===== src/hw/xcorr_pkg.sv =====
package xcorr_pkg;

  // Sample and product widths
  localparam int SAMP_W = 18;                  // Real or imag part of a sample
  localparam int PROD_W = 2 * SAMP_W + 1;      // Sum of two 36-bit products
  localparam int ACC_W  = 48;                  // Default accumulator width

  // AXI4-Lite bus widths
  localparam int AXI_AW = 8;
  localparam int AXI_DW = 32;

  // Controller states, also read back through REG_STATUS
  typedef enum logic [1:0] {
    IDLE  = 2'd0,                              // Timer and accumulators held clear
    ACCUM = 2'd1,                              // Adding products
    DUMP  = 2'd2                               // One-cycle bank update
  } vacc_state_e;

  // Register map, byte offsets of 32-bit words
  localparam logic [AXI_AW-1:0] REG_CTRL     = 8'h00;  // Bit 0 enable
  localparam logic [AXI_AW-1:0] REG_ACC_LEN  = 8'h04;  // Products per dump
  localparam logic [AXI_AW-1:0] REG_STATUS   = 8'h08;  // State and dump count
  localparam logic [AXI_AW-1:0] REG_RES_BASE = 8'h10;  // Eight result words
  localparam logic [AXI_AW-1:0] RES_SPAN     = 8'h20;  // Bytes in result window

  // Reset value of the accumulation length
  localparam logic [AXI_DW-1:0] ACC_LEN_RST = 32'd4;

endpackage


===== src/hw/xprod_if.sv =====
`timescale 1ns/1ns

// Both slots' conjugate products, one beat per app_clk cycle
interface xprod_if;

  logic                                valid;  // Products valid this cycle
  logic signed [xcorr_pkg::PROD_W-1:0] p0_r;   // Slot 0 real
  logic signed [xcorr_pkg::PROD_W-1:0] p0_i;   // Slot 0 imag
  logic signed [xcorr_pkg::PROD_W-1:0] p1_r;   // Slot 1 real
  logic signed [xcorr_pkg::PROD_W-1:0] p1_i;   // Slot 1 imag

  modport src (output valid, p0_r, p0_i, p1_r, p1_i);  // Multiplier side
  modport dst (input valid, p0_r, p0_i, p1_r, p1_i);   // Accumulator side
  modport mon (input valid);                           // Controller only needs valid

endinterface


===== src/hw/vector_acc.sv =====
`timescale 1ns/1ns

module vector_acc #(
  parameter int ACC_W = xcorr_pkg::ACC_W
) (
  input  logic                    app_clk,
  input  logic                    rst_n_i,
  xprod_if.dst                    prod_i,
  input  logic                    acc_en_i,
  input  logic                    dump_i,
  input  logic                    clr_i,
  output logic signed [ACC_W-1:0] bank_o [4]    // 0-real, 0-imag, 1-real, 1-imag
);

  localparam int PW = xcorr_pkg::PROD_W;

  logic signed [ACC_W-1:0] acc_q [4];           // Running sums, wrap on overflow
  logic signed [ACC_W-1:0] ext [4];             // Sign-extended products

  assign ext[0] = {{(ACC_W-PW){prod_i.p0_r[PW-1]}}, prod_i.p0_r};
  assign ext[1] = {{(ACC_W-PW){prod_i.p0_i[PW-1]}}, prod_i.p0_i};
  assign ext[2] = {{(ACC_W-PW){prod_i.p1_r[PW-1]}}, prod_i.p1_r};
  assign ext[3] = {{(ACC_W-PW){prod_i.p1_i[PW-1]}}, prod_i.p1_i};

  always_ff @(posedge app_clk) begin
    if (!rst_n_i) begin
      for (int k = 0; k < 4; k++) begin
        acc_q[k]  <= '0;
        bank_o[k] <= '0;
      end
    end else if (clr_i) begin
      for (int k = 0; k < 4; k++) begin
        acc_q[k] <= '0;                         // Idle keeps the sums empty
      end
    end else if (dump_i) begin
      for (int k = 0; k < 4; k++) begin
        bank_o[k] <= acc_q[k];                  // Finished integration
        acc_q[k]  <= prod_i.valid ? ext[k] : '0; // Next one starts with no gap
      end
    end else if (acc_en_i) begin
      for (int k = 0; k < 4; k++) begin
        acc_q[k] <= acc_q[k] + ext[k];
      end
    end
  end

endmodule


===== src/flat_wrapper.sv =====
// flat-port wrapper written by rule: the top's interface ports become plain ports
module vector_acc_flat 
#(
  parameter int ACC_W = xcorr_pkg::ACC_W
)
  (app_clk, rst_n_i, acc_en_i, dump_i, clr_i, bank_o, prod_i_valid, prod_i_p0_r, prod_i_p0_i, prod_i_p1_r, prod_i_p1_i);
  xprod_if prod_i_i ();
  input  logic app_clk;
  input  logic rst_n_i;
  input  logic acc_en_i;
  input  logic dump_i;
  input  logic clr_i;
  output logic signed [ACC_W-1:0] bank_o[4];
  input wire logic [$bits(prod_i_i.valid)-1:0] prod_i_valid;
  input wire logic [$bits(prod_i_i.p0_r)-1:0] prod_i_p0_r;
  input wire logic [$bits(prod_i_i.p0_i)-1:0] prod_i_p0_i;
  input wire logic [$bits(prod_i_i.p1_r)-1:0] prod_i_p1_r;
  input wire logic [$bits(prod_i_i.p1_i)-1:0] prod_i_p1_i;
  assign prod_i_i.valid = prod_i_valid;
  assign prod_i_i.p0_r = prod_i_p0_r;
  assign prod_i_i.p0_i = prod_i_p0_i;
  assign prod_i_i.p1_r = prod_i_p1_r;
  assign prod_i_i.p1_i = prod_i_p1_i;
  vector_acc #(.ACC_W(ACC_W)) u_core (.app_clk(app_clk), .rst_n_i(rst_n_i), .prod_i(prod_i_i), .acc_en_i(acc_en_i), .dump_i(dump_i), .clr_i(clr_i), .bank_o(bank_o));
endmodule

===== config.mk =====
export PLATFORM = sky130hd
export DESIGN_NAME = vector_acc_flat
export DESIGN_NICKNAME = d
export VERILOG_FILES = /design/src/hw/xcorr_pkg.sv /design/src/hw/xprod_if.sv /design/src/hw/vector_acc.sv /design/src/flat_wrapper.sv
export SDC_FILE = /design/constraint.sdc
export NUM_CORES = 1
export LEC_CHECK = 0
export BUFFER_PORTS_ARGS = -buffer_cell sky130_fd_sc_hd__buf_2
export CAP_MARGIN = 30
export CORE_MARGIN = 8
export CORE_UTILIZATION = 45
export DETAILED_ROUTE_END_ITERATION = 7
export PLACE_DENSITY = 0.72
export SETUP_SLACK_MARGIN = 0.2
export SLEW_MARGIN = 20
export SYNTH_ARGS = -nofsm -noshare
export SYNTH_HDL_FRONTEND = slang
export SYNTH_SLANG_ARGS = --single-unit

===== constraint.sdc =====
create_clock -name app_clk -period 3.4 [get_ports app_clk]
set_input_delay 0 -clock app_clk [delete_from_list [all_inputs] [get_ports app_clk]]
set_output_delay 0 -clock app_clk [all_outputs]
set_load 0.005 [all_outputs]

==> run metrics <==
post-synthesis cell count 2,947; status complete, no violations; largest net degree at the start of global routing 194; maximum vdd drop 0.318 mV; Max-Cap Viols 0; Synth Warn # 0; DR WL/cell 18.6 um; Final GP Congestion 0.919; flop2flop setup slack 260 ps; required time of the critical path 3720 ps; Area Overhead vs Synth 26.0%; Final Core Density 56.9%; Core Box Area 56,000 um^2; clock-pin slew on the worst setup and hold paths 60 ps; Startpoint Class flip-flop; Final #Nets 3,777; cell breakdown of the critical path ha_1 > a21o_1 > or4_1 > a221o_1 > nor2b_4 > or3_4 > a31oi_4 > xnor2_2 > o21ai_0 > a22o_1; unrepaired setup endpoints after global routing true; Reg2Reg Depth 10; Finished Cell Area 31,800 um^2; drt first pass iters 6; Synth cell types 82; Worst Skew 13.4 ps; footprint of the multi-input gates 15,500 um^2; Vias/cell 5.60; worst-margin pin slew 969 ps; Post-Syn Area 25,300 um^2; worst setup path class flip-flop to flip-flop; CTS Sinks 384; number of flops mapped to enable cells by yosys 192; hold path endpoint u_core.acc_q[2][47]$_DFFE_PP_; worst reg2reg endpoint u_core.acc_q[0][47]$_DFFE_PP_; worst hold path type input port to flip-flop; synthesized net count 3,293; clock latency on the worst-skew pair 570 ps; Total GRT Usage 23.1%; Seq/Total Area, Yosys 38.0%; die width 253 um; Buf/Inv on CP 0; Chip Height 253 um; CP delay by family, top compound AO/OA/AOI/OAI gates; via count 23,600; grt ovf 0; setup TNS 0 ps; Filler cells 4,975; Final Hold Viols 0; IO Count 346; Ant. Diodes 0; layout cells sized above 1 19.2%; top_reg_cell synth edfxtp_1; die area 64,000 um^2; Placed Area 28,100 um^2; Worst Hold Depth 3; RR Startpoint u_core.acc_q[0][16]$_DFFE_PP_; Clock Tree Root clkbuf_16; critical path's slowest cell or4_1; Worst slew margin 35.4%; CP Data Arrival Time 3460 ps; Routed WL 78.4 mm; Starting DRT DRC Count 1,525; Async SR Flop Fraction 0%; Final Setup Violations 0; number of global-route vias before repair 23,100; Post-DP HPWL 55.2 mm; Cell Pwr Density 425 nW/um^2; I/O Buffers 345; Slew Viols, Final 0; DRC viols 0; f_max 318 MHz; Register Area 9610 um^2; register bit total from synthesis 384; period utilization 92.4%; Max H-tree Level 2; TritonCTS Buffers 45; CTS tree yes; hold_sp prod_i_p1_r[36]; largest stage delay on the critical path 420 ps; Critical Path Fanout Max 4; Critical Path End Type flip-flop; final antenna-violating net count 0; Leakage 13.7 nW; Initial Util 45.1%; syn_area_per_cell 8.57 um^2; Max Root-Sink Buffers 3; minimum clock period 3140 ps; num rows 87; initial antenna violation count 2; total chip power 13.5 mW; global-route wire length before repair 122 mm
## what timing repair did
item	CTS	global route
resized for setup	24	102
setup endpoints to repair	25	60
hold buffers	148	0
cloned	0	0
hold endpoints to repair	146	0
pin swaps	8	46
setup buffers	3	19
## where the power goes
group | internal (mW) | switching, mW
Sequential | 5.14 | 0.168
Combinational | 1.50 | 1.90
Clock | 2.78 | 2.02
## Yosys cell counts (all sizes together), types with 31 or more instances
master    n  area (um^2)
nor2     87          327
ha      188         2350
nand4    40          250
o21ai   244         1220
clkbuf  157          591
a21boi  202         1520
nand3    59          295
edfxtp  192         5770
a31oi    31          194
xor2     78          683
nand2   627         2350
a21oi   212         1060
a21o    120          901
dfxtp   192         3840
xnor2    90          788
inv      47          176
## worst max-delay path by stage
stage                                                start  depth (start not counted)                           endpoint
after global routing         u_core.acc_q[2][34]$_DFFE_PP_                         12      u_core.acc_q[2][47]$_DFFE_PP_
final                        u_core.acc_q[0][16]$_DFFE_PP_                         10      u_core.acc_q[0][47]$_DFFE_PP_
after detailed placement      u_core.acc_q[0][0]$_DFFE_PP_                         14      u_core.acc_q[0][46]$_DFFE_PP_
after CTS                 u_core.acc_q[3][0]$_SDFFCE_PN0P_                         14  u_core.acc_q[3][46]$_SDFFCE_PN0P_
after floorplan              u_core.acc_q[0][16]$_DFFE_PP_                         11      u_core.acc_q[0][47]$_DFFE_PP_
after global placement        u_core.acc_q[2][6]$_DFFE_PP_                         11      u_core.acc_q[2][29]$_DFFE_PP_
## cells by family after synthesis
family | count (synthesis) | share of synthesized area (%)
xor+xnor | 168 | 5.82
mux | 5 | 0.198
simple gates | 972 | 16.8
buf+inv | 220 | 3.42
fa+ha+maj | 192 | 9.63
compound gates | 1006 | 26.1
flops | 384 | 38.0
## stage by stage
stage	setup slack (ps)	std cells	hold slack, ps
floorplan	279	2947	186
global placement	91.3	3970	300
detailed placement	2.97	3970	306
CTS	202	4202	56.2
global route	139	4221	101
finish	259	4221	78.4
## metal layers
metal / global-route usage, % / share of wire [%] / vias up
met2: 38.0 / 46 / 679
met5: 0 / 0.029 / -
met1: 30.2 / 44 / 11200
li1: - / - / 11600
met3: 3.97 / 5.8 / 164
met4: 8.93 / 4.0 / 4
## state kept, by name, summed over array words and instances (netlist names)
register	flops
u_core.bank_o	192
u_core.acc_q	192
## placed cells by master (no fill, tap or decap), types with 16 or more instances in the layout
cell,count
nor2_1,86
o21bai_1,26
nand3_1,59
nand4_1,40
clkbuf_16,47
xor2_1,78
nor3_1,24
inv_1,46
o21a_1,16
a21o_1,119
buf_2,344
o21ai_0,223
nand2_1,623
and3_1,17
a21oi_1,198
dfxtp_1,192
ha_1,164
dlygate4sd3_1,148
a21boi_0,201
edfxtp_1,192
xnor2_1,89
nor2b_1,25
buf_4,112
a31oi_1,26
nand2b_1,23
## layout make-up
class	instances	share of cell area (%)
clock buffer	65	4.16
clock inverter	16	0.381
inverter	47	0.554
multi-input combinational	2343	48.7
sequential	384	30.2
tap	756	2.97
timing repair buffer	610	13.1
## worst register-to-register path: stages, from the launching register on
cell,delay (ps)
edfxtp_1,400
ha_1,330
a21o_1,190
or4_1,420
a221o_1,380
nor2b_4,160
or3_4,400
a31oi_4,160
xnor2_2,130
o21ai_0,90
a22o_1,230
Power figures use the tool's default switching activity.
