`config.mk`:
```
export PLATFORM = sky130hd
export DESIGN_NAME = vacc_ctrl_flat
export DESIGN_NICKNAME = d
export VERILOG_FILES = /design/src/hw/xcorr_pkg.sv /design/src/hw/xprod_if.sv /design/src/hw/vacc_ctrl.sv /design/src/flat_wrapper.sv
export SDC_FILE = /design/constraint.sdc
export NUM_CORES = 1
export LEC_CHECK = 0
export BUFFER_PORTS_ARGS = -buffer_cell sky130_fd_sc_hd__buf_2
export CAP_MARGIN = 20
export CORE_MARGIN = 8
export CORE_UTILIZATION = 51
export CTS_CLUSTER_SIZE = 28
export DETAILED_ROUTE_END_ITERATION = 8
export GPL_TIMING_DRIVEN = 0
export PLACE_DENSITY = 0.78
export SYNTH_ARGS = -nofsm -noshare
export SYNTH_HDL_FRONTEND = slang
export SYNTH_SLANG_ARGS = --single-unit
```
`constraint.sdc`:
```
create_clock -name app_clk -period 1.62 [get_ports app_clk]
set_input_delay 0.324 -clock app_clk [delete_from_list [all_inputs] [get_ports app_clk]]
set_output_delay 0.324 -clock app_clk [all_outputs]
set_load 0.01 [all_outputs]
```
`src/hw/xcorr_pkg.sv`:
```
package xcorr_pkg;

  // Sample and product widths
  localparam int SAMP_W = 18;                  // Real or imag part of a sample
  localparam int PROD_W = 2 * SAMP_W + 1;      // Sum of two 36-bit products
  localparam int ACC_W  = 48;                  // Default accumulator width

  // AXI4-Lite bus widths
  localparam int AXI_AW = 8;
  localparam int AXI_DW = 32;

  // Controller states, also read back through REG_STATUS
  typedef enum logic [1:0] {
    IDLE  = 2'd0,                              // Timer and accumulators held clear
    ACCUM = 2'd1,                              // Adding products
    DUMP  = 2'd2                               // One-cycle bank update
  } vacc_state_e;

  // Register map, byte offsets of 32-bit words
  localparam logic [AXI_AW-1:0] REG_CTRL     = 8'h00;  // Bit 0 enable
  localparam logic [AXI_AW-1:0] REG_ACC_LEN  = 8'h04;  // Products per dump
  localparam logic [AXI_AW-1:0] REG_STATUS   = 8'h08;  // State and dump count
  localparam logic [AXI_AW-1:0] REG_RES_BASE = 8'h10;  // Eight result words
  localparam logic [AXI_AW-1:0] RES_SPAN     = 8'h20;  // Bytes in result window

  // Reset value of the accumulation length
  localparam logic [AXI_DW-1:0] ACC_LEN_RST = 32'd4;

endpackage

```
`src/hw/xprod_if.sv`:
```
`timescale 1ns/1ns

// Both slots' conjugate products, one beat per app_clk cycle
interface xprod_if;

  logic                                valid;  // Products valid this cycle
  logic signed [xcorr_pkg::PROD_W-1:0] p0_r;   // Slot 0 real
  logic signed [xcorr_pkg::PROD_W-1:0] p0_i;   // Slot 0 imag
  logic signed [xcorr_pkg::PROD_W-1:0] p1_r;   // Slot 1 real
  logic signed [xcorr_pkg::PROD_W-1:0] p1_i;   // Slot 1 imag

  modport src (output valid, p0_r, p0_i, p1_r, p1_i);  // Multiplier side
  modport dst (input valid, p0_r, p0_i, p1_r, p1_i);   // Accumulator side
  modport mon (input valid);                           // Controller only needs valid

endinterface

```
`src/hw/vacc_ctrl.sv`:
```
`timescale 1ns/1ns

module vacc_ctrl (
  input  logic                    app_clk,
  input  logic                    rst_n_i,
  input  logic                    enable_i,     // From REG_CTRL
  xprod_if.mon                    prod_i,
  input  logic                    last_i,       // From length timer
  output logic                    count_en_o,
  output logic                    clear_o,
  output logic                    acc_en_o,
  output logic                    dump_o,
  output xcorr_pkg::vacc_state_e  state_o,
  output logic [15:0]             dump_cnt_o
);

  xcorr_pkg::vacc_state_e state_q;
  xcorr_pkg::vacc_state_e state_d;
  logic                   run;                  // Accumulating or dumping
  logic                   end_of_int;           // Last product of integration seen

  assign run        = (state_q == xcorr_pkg::ACCUM) || (state_q == xcorr_pkg::DUMP);
  assign end_of_int = prod_i.valid && last_i;

  always_comb begin
    state_d = state_q;
    case (state_q)
      xcorr_pkg::IDLE: begin
        if (enable_i) state_d = xcorr_pkg::ACCUM;
      end
      xcorr_pkg::ACCUM: begin
        if (!enable_i) begin
          state_d = xcorr_pkg::IDLE;            // Partial sum dropped
        end else if (end_of_int) begin
          state_d = xcorr_pkg::DUMP;
        end
      end
      xcorr_pkg::DUMP: begin
        if (!enable_i) begin
          state_d = xcorr_pkg::IDLE;
        end else if (end_of_int) begin
          state_d = xcorr_pkg::DUMP;            // Length of one dumps every product
        end else begin
          state_d = xcorr_pkg::ACCUM;
        end
      end
      default: state_d = xcorr_pkg::IDLE;
    endcase
  end

  always_ff @(posedge app_clk) begin
    if (!rst_n_i) begin
      state_q    <= xcorr_pkg::IDLE;
      dump_cnt_o <= '0;
    end else begin
      state_q <= state_d;
      if (state_q == xcorr_pkg::DUMP) begin
        dump_cnt_o <= dump_cnt_o + 1'b1;        // Counts with the bank update
      end
    end
  end

  // Products keep flowing through the dump cycle
  assign count_en_o = prod_i.valid && run;
  assign acc_en_o   = prod_i.valid && run;
  assign clear_o    = (state_q == xcorr_pkg::IDLE);
  assign dump_o     = (state_q == xcorr_pkg::DUMP);
  assign state_o    = state_q;

endmodule

```
`src/flat_wrapper.sv`:
```
// flat-port wrapper written by rule: the top's interface ports become plain ports
module vacc_ctrl_flat 
  (app_clk, rst_n_i, enable_i, last_i, count_en_o, clear_o, acc_en_o, dump_o, state_o, dump_cnt_o, prod_i_valid);
  xprod_if prod_i_i ();
  input  logic app_clk;
  input  logic rst_n_i;
  input  logic enable_i;
  input  logic last_i;
  output logic count_en_o;
  output logic clear_o;
  output logic acc_en_o;
  output logic dump_o;
  output xcorr_pkg::vacc_state_e state_o;
  output logic [15:0] dump_cnt_o;
  input wire logic [$bits(prod_i_i.valid)-1:0] prod_i_valid;
  assign prod_i_i.valid = prod_i_valid;
  vacc_ctrl u_core (.app_clk(app_clk), .rst_n_i(rst_n_i), .enable_i(enable_i), .prod_i(prod_i_i), .last_i(last_i), .count_en_o(count_en_o), .clear_o(clear_o), .acc_en_o(acc_en_o), .dump_o(dump_o), .state_o(state_o), .dump_cnt_o(dump_cnt_o));
endmodule
```
==> run_results.csv <==
group,metric,value,unit
clocking,cts.sinks,18,
synthesis,synthXorXnorAreaFrac,8.53,%
worst_setup_path,arrival,1.25,ns
clocking,cts_root_buffer,"clkbuf_4",
power_and_ir_drop,pwr-share-seq,54.3,%
worst_setup_path,timing.rr.start,"u_core.dump_cnt_o[1]",
global_routing,grt_pass1_vias,911,
worst_setup_path,cp_cell_sequence,"buf_4, buf_4, ha_2, buf_6",
sta,drv_slew,0,
worst_setup_path,startpoint_type,"flop",
status,status,"complete, no violations",
place,place_congestion,0.763,
sta,tightest_slew,0.418,ns
power_and_ir_drop,p_switching,0.201,mW
power_and_ir_drop,clkPwrFrac,34.1,%
layout,layout-drive-gt1-share,39.6,%
min_path,hp-class,"primary input to flop",
worst_setup_path,endpoint,"dump_o",
die,coreArea,1920,µm²
synthesis,synthAdderAreaFrac,7.31,%
detailed_routing,post-route-drc-count,0,
sta,setup_viol,0,
worst_setup_path,rr_endpoint,"u_core.dump_cnt_o[12]",
global_routing,antenna_found_initial,0,
synthesis,ys_types,34,
sta,finalCritPeriodShare,97.0,%
clocking,hold_buffers,0,
synthesis,async_flop_share,0,%
synthesis,synth_top_area_share,35.1,%
layout,nets,156,
synthesis,synth_nets,122,
detailed_routing,ant_nets,0,
sta,rsz0062_at_grt,"true",
global_routing,track_usage,13.7,%
worst_setup_path,worst-r2r-cell-count,5,
global_routing,grt.overflow.total,0,
clocking,cts_tree,"done",
sta,finClkSkew,0.00582,ns
synthesis,yosysTopAreaCell,"dfxtp_1",
detailed_routing,drtIter0Drc,33,
synthesis,ys_warn_count,0,
synthesis,synth.avg_cell_area,9.25,µm²
sta,finalHoldViolations,0,
die,rows,16,
min_path,min_path_cells,3,
die,die_w,60.9,µm
synthesis,synth.cell_area,1030,µm²
die,die_area,3710,µm²
die,initial_utilization,53.5,%
place,pre_cts_slack,0.0298,ns
layout,n_fill_cell,163,
clocking,cts_buffers,3,
clocking,cts_buffer_depth,2,
synthesis,synth_area_leaders,"dfxtp_1, and2_1, ha_1",
worst_setup_path,crit_slowest_cell,"dfxtp_4",
detailed_routing,wl_per_cell,13.9,µm
layout,post-route-util,68.2,%
global_routing,grt_max_degree,11,
clocking,htreeDepth,1,
worst_setup_path,max_stage_delay,0.37,ns
power_and_ir_drop,swShare,24.3,%
sta,layout_setup_ws,0.0487,ns
synthesis,ys.flop_type,"dfxtp_1",
worst_setup_path,end_kind,"output pin",
synthesis,synth_compound_area_share,6.82,%
synthesis,synth-seq-cells,18,
sta,min_period,1.57,ns
worst_setup_path,worstPathMaxFanout,4,
sta,maxSlewHeadroom,72.1,%
worst_setup_path,critPathRequiredTime,1.30,ns
power_and_ir_drop,p_total,0.828,mW
detailed_routing,vias_per_cell,5.20,
layout,antenna_cells,0,
power_and_ir_drop,comb_power_share,11.5,%
sta,fmax,0.636,GHz
synthesis,synthCells,111,
clocking,clk_pin_slew,0.10,ns
synthesis,yosysSeqAreaShare,35.1,%
layout,postLayoutCellArea,1310,µm²
worst_setup_path,critPathKind,"flop to output pin",
synthesis,synth_top_family_by_area,"simple AND/OR/NAND/NOR gates",
worst_setup_path,critPathLaunch,"u_core.state_o[1]",
die,die_h,60.9,µm
detailed_routing,wl,2380,µm
detailed_routing,vias,889,
die,io_pins,27,
layout,area_growth,27.5,%
power_and_ir_drop,ir_drop,0.000490,V
global_routing,grt_pass1_wl,3810,µm
synthesis,netlist_top_cells_count,"dfxtp_1, and2_1, nand2_1, ha_1, xor2_1",
job,drv_cap,0,
detailed_routing,firstDrtPassIters,4,
synthesis,synthSimpleGateAreaFrac,33.7,%
place,dpl-instance-area,1190,µm²
worst_setup_path,cp_common_cell,"buf_4",
clocking,clkLatencyLatePin,0.30,ns
worst_setup_path,regToRegSetupSlack,0.08,ns
place,hpwl,1740,µm
synthesis,synth_edf_count,0,
place,port_buffers,26,
power_and_ir_drop,intPower,0.627,mW
synthesis,synthMuxAreaShare,2.92,%
power_and_ir_drop,p_leak,0.597,nW
synthesis,yosysMostFrequentCell,"dfxtp_1",
power_and_ir_drop,p_per_area,632,nW/µm²
==> repair_timing <==
item | CTS | global route
setup buffers | 4 | 0
setup endpoints to repair | 2 | 7
resized for setup | 9 | 8
pin swaps | 2 | 0
==> worst min-delay path by stage <==
stage	start	endpoint	slack (ns)
floorplan	rst_n_i	u_core.dump_cnt_o[13]	0.48
global placement	u_core.dump_cnt_o[13]	u_core.dump_cnt_o[13]	0.47
detailed placement	u_core.dump_cnt_o[13]	u_core.dump_cnt_o[13]	0.49
CTS	rst_n_i	u_core.dump_cnt_o[13]	0.29
global route	rst_n_i	u_core.dump_cnt_o[13]	0.32
finish	rst_n_i	u_core.dump_cnt_o[13]	0.30
==> cells by family (layout without fill, tap and decap cells) <==
logic type                 count (synthesis)  after routing
and+or+nand+nor                           52             52
adders and majority gates                  6              6
muxes                                      3              3
xor gates and xnor gates                  10             10
buffers and inverters                     11             44
AOI/OAI and AO/OA                         11             11
DFF                                       18             18
==> state kept, by name (all words and copies together) (netlist names) <==
register           cells
u_core.dump_cnt_o     16
u_core.state_o         2
==> placed cells by master, fill, tap and decap left out, types with 2 or more instances in the layout <==
cell,n
buf_6,4
nor3_2,4
dfxtp_2,2
xnor2_1,4
xor2_1,6
nand2b_1,2
a21boi_1,2
nand4_1,4
mux2i_1,3
dfxtp_1,15
nand2_1,10
buf_4,4
o21ai_0,2
nand3_1,4
clkbuf_1,2
ha_1,2
nor2_1,3
and2_1,11
inv_1,3
a21oi_1,3
ha_4,2
buf_2,25
clkbuf_4,3
nand3_2,2
or3_1,2
ha_2,2
==> worst max-delay path: cells and delay by family, from the launching register on <==
kind,cells,cell delay (ns)
buf+inv,3,0.40
fa+ha+maj,1,0.18
flops,1,0.37
==> final cells by class <==
class	count	area, µm²	share of cell area (%)
Clock buffer	4	36.3	2.77
Sequential cell	18	367	28.0
Tap cell	27	33.8	2.58
Inverter	5	21.3	1.62
Buffer	5	35.0	2.67
Multi-Input combinational cell	82	644	49.2
Timing Repair Buffer	30	173	13.2
==> layer usage <==
layer	wire, µm	vias up	share of wire (%)	global-route usage (%)
met5	0	-	0	0
li1	-	447	-	-
met1	987	415	42	13.6
met3	143	4	6.0	4.45
met2	1210	23	51	24.3
met4	32	0	1.3	7.97
==> power groups by stage <==
stage                     Sequential (mW)  Clock [mW]  Combinational [mW]
after floorplan                     0.463           0              0.0415
after global placement              0.462           0              0.0675
after detailed placement            0.462           0              0.0731
after CTS                           0.450       0.290              0.0887
after global routing                0.451       0.308               0.104
final                               0.450       0.283              0.0955
==> through the flow <==
step | cells | hold slack [ns] | setup TNS, ns
floorplan | 111 | 0.476 | 0
global placement | 164 | 0.472 | 0
detailed placement | 164 | 0.488 | 0
CTS | 171 | 0.291 | 0
global route | 171 | 0.317 | -0.00870
finish | 171 | 0.296 | 0
Note: power is estimated with default switching activity, not from simulation.
