`src/hw/xcorr_pkg.sv`:
```
package xcorr_pkg;

  // Sample and product widths
  localparam int SAMP_W = 18;                  // Real or imag part of a sample
  localparam int PROD_W = 2 * SAMP_W + 1;      // Sum of two 36-bit products
  localparam int ACC_W  = 48;                  // Default accumulator width

  // AXI4-Lite bus widths
  localparam int AXI_AW = 8;
  localparam int AXI_DW = 32;

  // Controller states, also read back through REG_STATUS
  typedef enum logic [1:0] {
    IDLE  = 2'd0,                              // Timer and accumulators held clear
    ACCUM = 2'd1,                              // Adding products
    DUMP  = 2'd2                               // One-cycle bank update
  } vacc_state_e;

  // Register map, byte offsets of 32-bit words
  localparam logic [AXI_AW-1:0] REG_CTRL     = 8'h00;  // Bit 0 enable
  localparam logic [AXI_AW-1:0] REG_ACC_LEN  = 8'h04;  // Products per dump
  localparam logic [AXI_AW-1:0] REG_STATUS   = 8'h08;  // State and dump count
  localparam logic [AXI_AW-1:0] REG_RES_BASE = 8'h10;  // Eight result words
  localparam logic [AXI_AW-1:0] RES_SPAN     = 8'h20;  // Bytes in result window

  // Reset value of the accumulation length
  localparam logic [AXI_DW-1:0] ACC_LEN_RST = 32'd4;

endpackage

```
`src/hw/acc_len_timer.sv`:
```
`timescale 1ns/1ns

module acc_len_timer (
  input  logic                          app_clk,
  input  logic                          rst_n_i,
  input  logic                          count_en_i,  // One per accepted product
  input  logic                          clear_i,     // Held in idle
  input  logic [xcorr_pkg::AXI_DW-1:0]  acc_len_i,
  output logic                          last_o       // Next counted product ends integration
);

  localparam int DW = xcorr_pkg::AXI_DW;

  logic [DW-1:0] len_eff;                        // Length with zero mapped to one
  logic [DW-1:0] cnt_q;                          // Products so far in this integration

  assign len_eff = (acc_len_i == '0) ? {{(DW-1){1'b0}}, 1'b1} : acc_len_i;
  assign last_o  = (cnt_q == len_eff - 1'b1);

  always_ff @(posedge app_clk) begin
    if (!rst_n_i) begin
      cnt_q <= '0;
    end else if (clear_i) begin
      cnt_q <= '0;
    end else if (count_en_i) begin
      if (last_o) begin
        cnt_q <= '0;                             // Wrap for the next integration
      end else begin
        cnt_q <= cnt_q + 1'b1;
      end
    end
  end

endmodule

```
`config.mk`:
```
export PLATFORM = sky130hd
export DESIGN_NAME = acc_len_timer
export DESIGN_NICKNAME = d
export VERILOG_FILES = /design/src/hw/xcorr_pkg.sv /design/src/hw/acc_len_timer.sv
export SDC_FILE = /design/constraint.sdc
export NUM_CORES = 1
export LEC_CHECK = 0
export ABC_AREA = 1
export BUFFER_PORTS_ARGS = -buffer_cell sky130_fd_sc_hd__buf_2
export CORE_MARGIN = 4
export CORE_UTILIZATION = 55
export CTS_BUF_LIST = sky130_fd_sc_hd__clkbuf_8
export CTS_CLUSTER_SIZE = 12
export DETAILED_ROUTE_END_ITERATION = 6
export PLACE_DENSITY = 0.79
export SYNTH_ARGS = -nofsm -noshare
export SYNTH_HDL_FRONTEND = slang
export SYNTH_SLANG_ARGS = --single-unit
```
`constraint.sdc`:
```
create_clock -name app_clk -period 4.1 [get_ports app_clk]
set_input_delay 0.41 -clock app_clk [delete_from_list [all_inputs] [get_ports app_clk]]
set_output_delay 0.41 -clock app_clk [all_outputs]
set_load 0.005 [all_outputs]
```
==> impl_metrics.py, run 1 <==
metrics = {
    "status": {
        "status": "finished, final reports clean",
    },
    "power_and_ir_drop": {
        "intPower_uw": 494.9,
        "static-leakage-power_nw": 1.656,
        "p_sw_uw": 208.9,
        "pwr-share-clk_pct": 35.3,
        "comb_power_share_pct": 20.3,
        "max-vdd-ir-drop_uv": 250.6,
        "powerDensity_nw_per_um2": 183.3,
        "seqPwrFrac_pct": 44.5,
        "total_power_uw": 703.8,
        "sw_frac_of_total_pct": 29.68,
    },
    "sta": {
        "setup_tns_ns": 0,
        "fin_crit_sh_pct": 82.35,
        "drv_slew": 0,
        "rsz0062_at_grt": "no",
        "worst_slew_pin_slew_ns": 0.4524,
        "setup_viol": 0,
        "hold_viol_final": 0,
        "relSlewSlack_pct": 69.56,
        "clock.fmax_mhz": 296.2,
        "finClkSkew_ns": 0.004976,
        "fin_crit_ns": 3.376,
    },
    "placed_design": {
        "port-buffer-count": 36,
        "gp_congestion": 0.9879,
        "hpwlAfterDp_um": 7881,
    },
    "synth": {
        "synth.avg_cell_area_um2": 6.524,
        "synth.largest_area_cell": "dfxtp_1",
        "synth_top_flop_cell": "dfxtp_1",
        "yosysTopAreaCellShare_pct": 18.32,
        "async_reset_ff_share_pct": 0,
        "netlist_instances": 536,
        "synth-seq-cells": 32,
        "syn-num-nets": 574,
        "yosys_warnings": 0,
        "synth_cell_type_count": 40,
        "synth_enable_flop_cells": 0,
        "yosysSeqAreaShare_pct": 18.32,
        "netlist_area_um2": 3497,
        "synthTopCellsByArea": "dfxtp_1 18%, xor2_1 13%, nand2_1 12%, inv_1 8.7%, nor2_4 8.4%",
    },
    "drt": {
        "avgRoutedWirePerCell_um": 14.20,
        "wl_um": 9259,
        "dr.pass1.iters": 6,
        "viasPerCell": 5.353,
        "vias": 3490,
        "ant_nets": 0,
        "drc": 0,
        "drt_iter0_markers": 219,
    },
    "grt": {
        "grt_pass1_wl_um": 15050,
        "grt_max_degree": 14,
        "globalRouteTotalUtil_pct": 24.99,
        "overflow": 0,
        "grt_pass1_vias": 3329,
        "antenna_found_initial": 0,
    },
    "job": {
        "drv_cap": 0,
    },
    "cts": {
        "clk_pin_slew_ns": 0.07,
        "tritoncts.num_buffers": 5,
        "cts_tree": "built",
        "insertion_delay_ns": 0.28,
        "htree_levels": 2,
        "clockBufferDepth": 2,
        "post-cts-setup-buffer-count": 0,
        "clkSinkCount": 32,
        "cts_resized": 0,
        "cts_hold_buf": 0,
        "cts_root_buf": "clkbuf_8",
    },
    "final_layout": {
        "top_register": "cnt_q",
        "utilization_pct": 63.34,
        "syn_to_final_growth_pct": 9.767,
        "reg_top3": "cnt_q (32)",
        "num-nets-final": 614,
        "diodes": 0,
        "largest_reg_flops": 32,
        "most-common-layout-cells": "112 x nand2_1, 81 x inv_1, 66 x nor2_1, 50 x xor2_1, 37 x nand3_1",
        "layout_commonest_cell": "nand2_1",
        "n_fill_cell": 599,
        "final_layout_size_suffix_gt1_share_pct": 20.28,
    },
    "setup_path": {
        "cp-end-kind": "primary output",
        "critPathKind": "in -> out",
        "start_kind": "input pin",
        "worstPathMaxFanout": 9,
        "crit_arrival_ns": 2.97,
        "required_ns": 3.69,
    },
    "floorplanning": {
        "die_w_um": 87.74,
        "initial_core_util_pct": 57.70,
        "fp-row-count": 28,
        "pin_count": 37,
        "fp.coreArea_um2": 6061,
        "die_y_um": 87.74,
        "die-area_um2": 7698,
    },
    "min_path": {
        "hold_class": "in -> reg",
    },
}
cell families after synthesis:
family                   after synthesis  synth area share, %
AND/OR/NAND/NOR                      334                50.95
XOR/XNOR                              67                17.42
AO/OA/AOI/OAI                         11                1.932
buffers and inverters                 90                10.66
flip-flops                            32                18.32
adder cells (fa/ha/maj)                2               0.7154
worst max-delay path: stages:
cell and delay, ns:
buf_2 0.13, nor2_2 0.07, nand2_2 0.13, nor2_4 0.05, nand2_4 0.08, nor2_4 0.04
nor2_4 0.24, ha_1 0.26, nand3_2 0.15, nor2_4 0.19, nand2_1 0.10, nor4_1 0.31
xor2_1 0.26, nand3_1 0.11, nor2_1 0.12, nand3_1 0.10, nor2_1 0.10, buf_2 0.11
cells in the mapped netlist, types with 4 or more instances:
cell type  instances
or2_2              5
nand2_4            5
o21ai_0            4
xnor2_1           14
inv_1             81
nand2_1          112
dfxtp_1           32
nand3_1           37
nand4_1           21
xor2_1            50
nor4_1             6
nor2_1            66
nor2_4            26
nor3_1            23
nor2_2            16
layer usage:
layer	track usage (%)	up-vias	share of wire, %
li1	-	1749	-
met1	32.50	1604	44
met2	42.19	122	48
met3	4.327	15	7.1
met4	7.531	0	1.6
met5	0	-	0
area by class of cell:
type | count | area (um2) | area share, %
Clock inverter | 2 | 10.01 | 0.2608
Tap cell | 75 | 93.84 | 2.445
Sequential cell | 32 | 640.6 | 16.69
Clock buffer | 6 | 82.58 | 2.151
Multi-Input combinational cell | 414 | 2484 | 64.70
Inverter | 85 | 320.3 | 8.344
Timing Repair Buffer | 38 | 207.7 | 5.411
power by group through the flow:
stage	Clock (mW)	Sequential (mW)	Combinational (mW)
2_1_floorplan	0	0.319	0.0919
3_3_place_gp	0	0.320	0.139
3_5_place_dp	0	0.320	0.140
4_1_cts	0.254	0.313	0.141
5_1_grt	0.269	0.313	0.156
6_report	0.248	0.313	0.143
final timing paths:
path / start / endpoint / slack [ns] / depth (start not counted)
max: acc_len_i[13] / last_o / 0.72 / 18
min: clear_i / cnt_q[5] / 0.53 / 4
max reg2reg: cnt_q[8] / cnt_q[31] / 1.62 / 11
min reg2reg: cnt_q[1] / cnt_q[1] / 0.56 / 2
metrics by stage:
| stage | hold WS, ns | cells | instance area, um2 | setup WS, ns |
|---|---|---|---|---|
| after global placement | 0.5289 | 644 | 3746 | 0.5957 |
| final | 0.5348 | 652 | 3839 | 0.7238 |
| after CTS | 0.5337 | 652 | 3839 | 0.7880 |
| after detailed placement | 0.5412 | 644 | 3746 | 0.5357 |
| after global routing | 0.5542 | 652 | 3839 | 0.5364 |
| after floorplan | 0.4849 | 536 | 3497 | 1.239 |
Note: power is estimated with default switching activity, not from simulation.
==> run 2: changes to the inputs <==
- ABC_AREA: 1 -> 0
- PLACE_DENSITY: 0.79 -> 0.81
- clock period: 4.1 -> 3.4 ns (I/O delays scaled with it)
==> run 2 against run 1 <==
The run now ends with negative setup slack left. Utilization increased by 17 points. Design area increased by 0.68%. Non-clock buffer count increased by 58. Flip-flop and latch count unchanged. Total power increased by 37%. Worst hold slack got worse by 0.19 ns. Synthesized cell count decreased by 35%.
==> impl_metrics.py, run 2 <==
metrics = {
    "status": {
        "status": "finished with violations",
        "failed_checks": "negative setup slack",
    },
    "setup_path": {
        "required_ns": 3.06,
        "reg2reg_from": "cnt_q[7]",
        "critPathKind": "in -> out",
        "cp-end-kind": "primary output",
        "reg2reg_depth": 11,
        "crit_arrival_ns": 3.41,
        "start_kind": "input pin",
        "worstPathMaxFanout": 2,
        "rrSetupSlack_ns": 0.45,
        "r2r-end": "cnt_q[31]",
    },
    "sta": {
        "setup_slack_ns": -0.3452,
        "hold_viol_final": 0,
        "rsz0062_at_grt": "yes",
        "clock.fmax_mhz": 267.0,
        "finClkSkew_ns": 0.01105,
        "setup_viol": 33,
        "fin_crit_ns": 3.745,
        "relSlewSlack_pct": 59.60,
        "worst_slew_pin_slew_ns": 0.6033,
        "drv_slew": 0,
        "fin_crit_sh_pct": 110.2,
    },
    "grt": {
        "antenna_found_initial": 0,
        "globalRouteTotalUtil_pct": 28.26,
        "grt_pass1_wl_um": 14080,
        "overflow": 0,
        "grt_use_met1_pct": 36.01,
        "use_met2_pct": 47.11,
        "grt_max_degree": 16,
        "grt_most_used_layer": "met2",
        "met3_usage_pct": 5.442,
        "grt_pass1_vias": 3021,
    },
    "placed_design": {
        "port-buffer-count": 36,
        "hpwlAfterDp_um": 6310,
        "placed_area_um2": 3373,
        "gp_congestion": 0.9671,
    },
    "floorplanning": {
        "fp.coreArea_um2": 4786,
        "initial_core_util_pct": 57.57,
        "die_y_um": 78.78,
        "die_w_um": 78.78,
        "pin_count": 37,
        "fp-row-count": 25,
        "die-area_um2": 6206,
    },
    "synth": {
        "netlist_area_um2": 2755,
        "yosysSeqAreaShare_pct": 23.25,
        "yosys.area_share.adder_pct": 0.9083,
        "yosysTopAreaCellShare_pct": 23.25,
        "synth_simple_gate_area_share_pct": 38.56,
        "synth.avg_cell_area_um2": 7.940,
        "synthTopCellsByCount": "44 x nor2_1, 37 x xor2_1, 32 x dfxtp_1",
        "synth_enable_flop_cells": 0,
        "syn-num-nets": 385,
        "synth_compound_area_share_pct": 13.35,
        "synth_top_family_by_area": "simple AND/OR/NAND/NOR gates",
        "synth_cell_type_count": 58,
        "synth_top_flop_cell": "dfxtp_1",
        "synth_xor_xnor_area_share_pct": 18.76,
        "synth.largest_area_cell": "dfxtp_1",
        "yosysMostFrequentCell": "nor2_1",
        "yosys_warnings": 0,
        "synthTopCellsByArea": "dfxtp_1 23%, xor2_1 12%, xnor2_1 7.0%, nor2_1 6.0%, nand2_1 3.4%",
        "netlist_instances": 347,
        "synthMuxAreaShare_pct": 1.817,
        "async_reset_ff_share_pct": 0,
        "synth-seq-cells": 32,
    },
    "drt": {
        "drt_iter0_markers": 518,
        "viasPerCell": 6.490,
        "drc": 0,
        "dr.pass1.iters": 6,
        "wl_um": 9641,
        "vias": 3284,
        "avgRoutedWirePerCell_um": 19.05,
        "ant_nets": 0,
    },
    "cts": {
        "tritoncts.num_buffers": 5,
        "insertion_delay_ns": 0.30,
        "cts_tree": "built",
        "htree_levels": 2,
        "clockBufferDepth": 2,
        "clk_pin_slew_ns": 0.08,
        "cts_hold_buf": 0,
        "clkSinkCount": 32,
        "cts_root_buf": "clkbuf_8",
    },
    "power_and_ir_drop": {
        "total_power_uw": 963.0,
        "max-vdd-ir-drop_uv": 265.0,
        "static-leakage-power_nw": 1.464,
        "powerDensity_nw_per_um2": 249.2,
    },
    "final_layout": {
        "n_fill_cell": 306,
        "layout_commonest_cell": "buf_4",
        "most-common-layout-cells": "53 x buf_4, 38 x nor2_1, 37 x xor2_1, 32 x dfxtp_1, 27 x buf_6",
        "top_register": "cnt_q",
        "diodes": 0,
        "reg_top3": "cnt_q (32)",
        "num-nets-final": 476,
        "final_area_um2": 3865,
        "largest_reg_flops": 32,
        "final_layout_size_suffix_gt1_share_pct": 35.31,
        "syn_to_final_growth_pct": 40.28,
    },
    "job": {
        "drv_cap": 0,
    },
    "min_path": {
        "hold_class": "in -> reg",
        "holdPathStages": 3,
        "hold_path_end": "cnt_q[0]",
        "min_from": "rst_n_i",
    },
}
-- run 2: cell count changes after synthesis, moves of 9 or more --
cell / change
nand2_1: -87
inv_1: -75
nor2_4: -26
nor2_1: -22
nand3_1: -20
nand4_1: -14
xor2_1: -13
nor3_1: -12
and3_1: +10
or4_1: +10
or3_1: +9
-- run 2: critical path, stage by stage --
cell and delay, ns:
buf_6 0.09, or4_4 0.55, nor4_4 0.34, a31oi_4 0.16, ha_4 0.26, xnor2_1 0.15, nor3_1 0.29, nand4_1 0.26
a2111oi_4 0.41, nand4_2 0.19, buf_6 0.18, nor2_4 0.07, buf_2 0.11
-- run 2: metal layers --
metal,wire [um],vias up
met1,3812,1500
met3,940,78
met5,0,-
met2,4390,253
met4,498,0
li1,-,1453
-- run 2: repair_timing --
item / CTS / global route
setup buffers: 3 / 3
pin swaps: 9 / 20
setup endpoints to repair: 16 / 33
cloned: 0 / 1
hold endpoints to repair: 0 / 0
gates resized for setup: 12 / 58
-- run 2: worst max path at each step --
| stage | depth (start not counted) | slack [ns] | start | to |
|---|---|---|---|---|
| after floorplan | 14 | -0.18 | acc_len_i[9] | cnt_q[8] |
| after global placement | 14 | -0.25 | acc_len_i[5] | cnt_q[4] |
| after detailed placement | 14 | -0.34 | acc_len_i[16] | cnt_q[6] |
| after CTS | 14 | -0.15 | acc_len_i[12] | last_o |
| after global routing | 13 | -0.45 | acc_len_i[9] | last_o |
| final | 13 | -0.35 | acc_len_i[9] | last_o |
-- run 2: cell type report --
cell class / count / area, um2 / area share (%)
clock inverter: 3 / 38.79 / 1.004
multi-input combinational: 297 / 2213 / 57.27
inverter: 6 / 22.52 / 0.5827
tap: 67 / 83.83 / 2.169
clock buffer: 5 / 68.82 / 1.781
sequential: 32 / 640.6 / 16.57
timing repair buffer: 96 / 797.0 / 20.62
-- run 2: metrics by stage --
step / hold slack (ns) / util [%] / instances / setup WS, ns / setup TNS [ns]
2_1_floorplan: 0.4865 / - / 347 / -0.1833 / -4.483
3_3_place_gp: 0.5185 / 70.48 / 491 / -0.2494 / -6.854
3_5_place_dp: 0.5449 / 70.48 / 491 / -0.3371 / -9.337
4_1_cts: 0.3255 / 74.25 / 502 / -0.1507 / -1.828
5_1_grt: 0.3407 / 80.76 / 506 / -0.4469 / -12.85
6_report: 0.3421 / 80.76 / 506 / -0.3452 / -8.557
-- run 2: cells by family (layout without fill, tap and decap cells) --
family                   Yosys count  in the layout
AND/OR/NAND/NOR                  184            184
XOR/XNOR                          59             59
multiplexers                       5              5
buffers and inverters             18            110
adder cells (fa/ha/maj)            2              2
AO/OA/AOI/OAI                     47             47
flip-flops                        32             32
-- run 2: where the power goes --
| part | switching (mW) | total [mW] | leakage [nW] | internal, mW |
|---|---|---|---|---|
| registers | 0.00158 | 0.377 | 0.258 | 0.375 |
| logic | 0.110 | 0.218 | 1.15 | 0.108 |
| clock network | 0.153 | 0.368 | 0.0593 | 0.215 |
| total | 0.265 | 0.963 | 1.46 | 0.698 |
==> run 3: changes to the inputs <==
- ABC_AREA: 0 -> 1
- PLACE_DENSITY: 0.81 -> 0.79
==> run 3 against run 2 <==
The run now ends clean. Non-clock buffer count is 52 lower. Combinational power is 18% lower. Utilization decreased by 17 points. Largest cell class unchanged. Via count increased by 5.4%. Register-to-register slack improved by 0.43 ns. First-iteration DRC count fell by 63%. Clock skew shrank 0.0085 ns. Largest power group unchanged. Critical endpoint unchanged. Routed wire length fell by 4.5%.
==> impl_metrics.py, run 3 (synthesis results as in run 1) <==
metrics = {
    "status": {
        "status": "finished, final reports clean",
    },
    "sta": {
        "drv_slew": 0,
        "fin_crit_ns": 3.144,
        "fin_crit_sh_pct": 92.46,
        "clock.fmax_mhz": 318.1,
        "holdWs_ns": 0.5147,
        "finClkSkew_ns": 0.002585,
        "setup_viol": 0,
        "worst_slew_pin_slew_ns": 0.4884,
        "setup_tns_ns": 0,
        "hold_viol_final": 0,
        "relSlewSlack_pct": 67.19,
        "rsz0062_at_grt": "no",
    },
    "final_layout": {
        "top_register": "cnt_q",
        "most-common-layout-cells": "112 x nand2_1, 81 x inv_1, 66 x nor2_1, 50 x xor2_1, 37 x nand3_1",
        "utilization_pct": 64.08,
        "multi_input_area_um2": 2484,
        "reg_top3": "cnt_q (32)",
        "regArea_um2": 640.6,
        "largest_reg_flops": 32,
        "final_layout_size_suffix_gt1_share_pct": 21.10,
        "diodes": 0,
        "layout_commonest_cell": "nand2_1",
        "syn_to_final_growth_pct": 11.06,
        "n_fill_cell": 564,
        "num-nets-final": 620,
    },
    "floorplanning": {
        "die_w_um": 87.74,
        "pin_count": 37,
        "initial_core_util_pct": 57.70,
        "die-area_um2": 7698,
        "fp-row-count": 28,
        "die_y_um": 87.74,
        "fp.coreArea_um2": 6061,
    },
    "power_and_ir_drop": {
        "powerDensity_nw_per_um2": 219.3,
        "max-vdd-ir-drop_uv": 248.0,
        "static-leakage-power_nw": 1.685,
    },
    "cts": {
        "clockBufferDepth": 2,
        "htree_levels": 2,
        "cts_root_buf": "clkbuf_8",
        "tritoncts.num_buffers": 5,
        "insertion_delay_ns": 0.28,
        "cts_hold_buf": 0,
        "clkSinkCount": 32,
        "cts_resized": 0,
        "clk_pin_slew_ns": 0.06,
        "cts_tree": "built",
    },
    "grt": {
        "grt_max_degree": 21,
        "antenna_found_initial": 0,
        "grt_pass1_wl_um": 15370,
        "overflow": 0,
        "grt_pass1_vias": 3245,
        "globalRouteTotalUtil_pct": 25.40,
    },
    "drt": {
        "dr.pass1.iters": 5,
        "viasPerCell": 5.258,
        "wl_um": 9208,
        "vias": 3460,
        "avgRoutedWirePerCell_um": 13.99,
        "drt_iter0_markers": 192,
        "drc": 0,
        "ant_nets": 0,
    },
    "setup_path": {
        "required_ns": 3.06,
        "crit_arrival_ns": 2.80,
        "critPathKind": "in -> out",
        "start_kind": "input pin",
        "cp-end-kind": "primary output",
        "worstPathMaxFanout": 6,
    },
    "placed_design": {
        "hpwlAfterDp_um": 7872,
        "port-buffer-count": 36,
        "gp_congestion": 1.009,
    },
    "job": {
        "drv_cap": 0,
    },
    "min_path": {
        "hold_class": "in -> reg",
    },
}
-- run 3: power by group --
group          switching (mW)  total [mW]  internal, mW
logic                   0.115       0.178        0.0632
registers             0.00159       0.377         0.376
clock network           0.135       0.297         0.161
-- run 3: layer usage --
layer  track usage, %  vias to the layer above  routed length [um]
met2            39.79                      112                4268
met3            3.387                       25                 472
met4            10.32                        0                 233
li1                 -                     1764                   -
met1            35.13                     1559                4233
met5                0                        -                   0
-- run 3: per-stage QoR --
step | std cells | instance area, um2 | total power, mW | setup slack (ns)
2_1_floorplan | 536 | 3497 | 0.4960 | 0.6093
3_3_place_gp | 645 | 3754 | 0.5541 | 0.1073
4_1_cts | 653 | 3846 | 0.8520 | 0.2310
5_1_grt | 658 | 3884 | 0.8921 | 0.04984
6_report | 658 | 3884 | 0.8519 | 0.2563
3_5_place_dp | 645 | 3754 | 0.5564 | 0.03045
-- run 3: cell type report --
| class | count | area share (%) |
|---|---|---|
| tap | 75 | 2.416 |
| inverter | 85 | 8.247 |
| clock buffer | 6 | 2.126 |
| sequential | 32 | 16.49 |
| multi-input combinational | 414 | 63.95 |
| timing repair buffer | 44 | 6.508 |
| clock inverter | 2 | 0.2577 |
-- run 3: path summary, 6_finish.rpt --
path                  from         to  slack [ns]  cells after the start
max          acc_len_i[16]     last_o        0.26                     18
min             count_en_i   cnt_q[1]        0.51                      5
max reg2reg       cnt_q[8]  cnt_q[27]        0.88                     10
min reg2reg       cnt_q[1]   cnt_q[1]        0.55                      2
-- run 3: worst max-delay path, stage by stage --
cell and delay (ns):
buf_2 0.11, nor2_1 0.07, nand2_1 0.11, nor2_1 0.06, nand2_1 0.11, nor2_4 0.05
nor2_4 0.19, ha_1 0.23, nand3_2 0.15, nor2_4 0.18, nand2_1 0.10, nor4_1 0.27
xor2_1 0.29, nand3_1 0.14, nor2_1 0.11, nand3_1 0.09, nor2_1 0.10, buf_2 0.11
-- run 3: repair_timing --
| action | in CTS | in global routing |
|---|---|---|
| hold endpoints to repair | 0 | 0 |
| setup buffers | 0 | 5 |
| setup endpoints to repair | 0 | 20 |
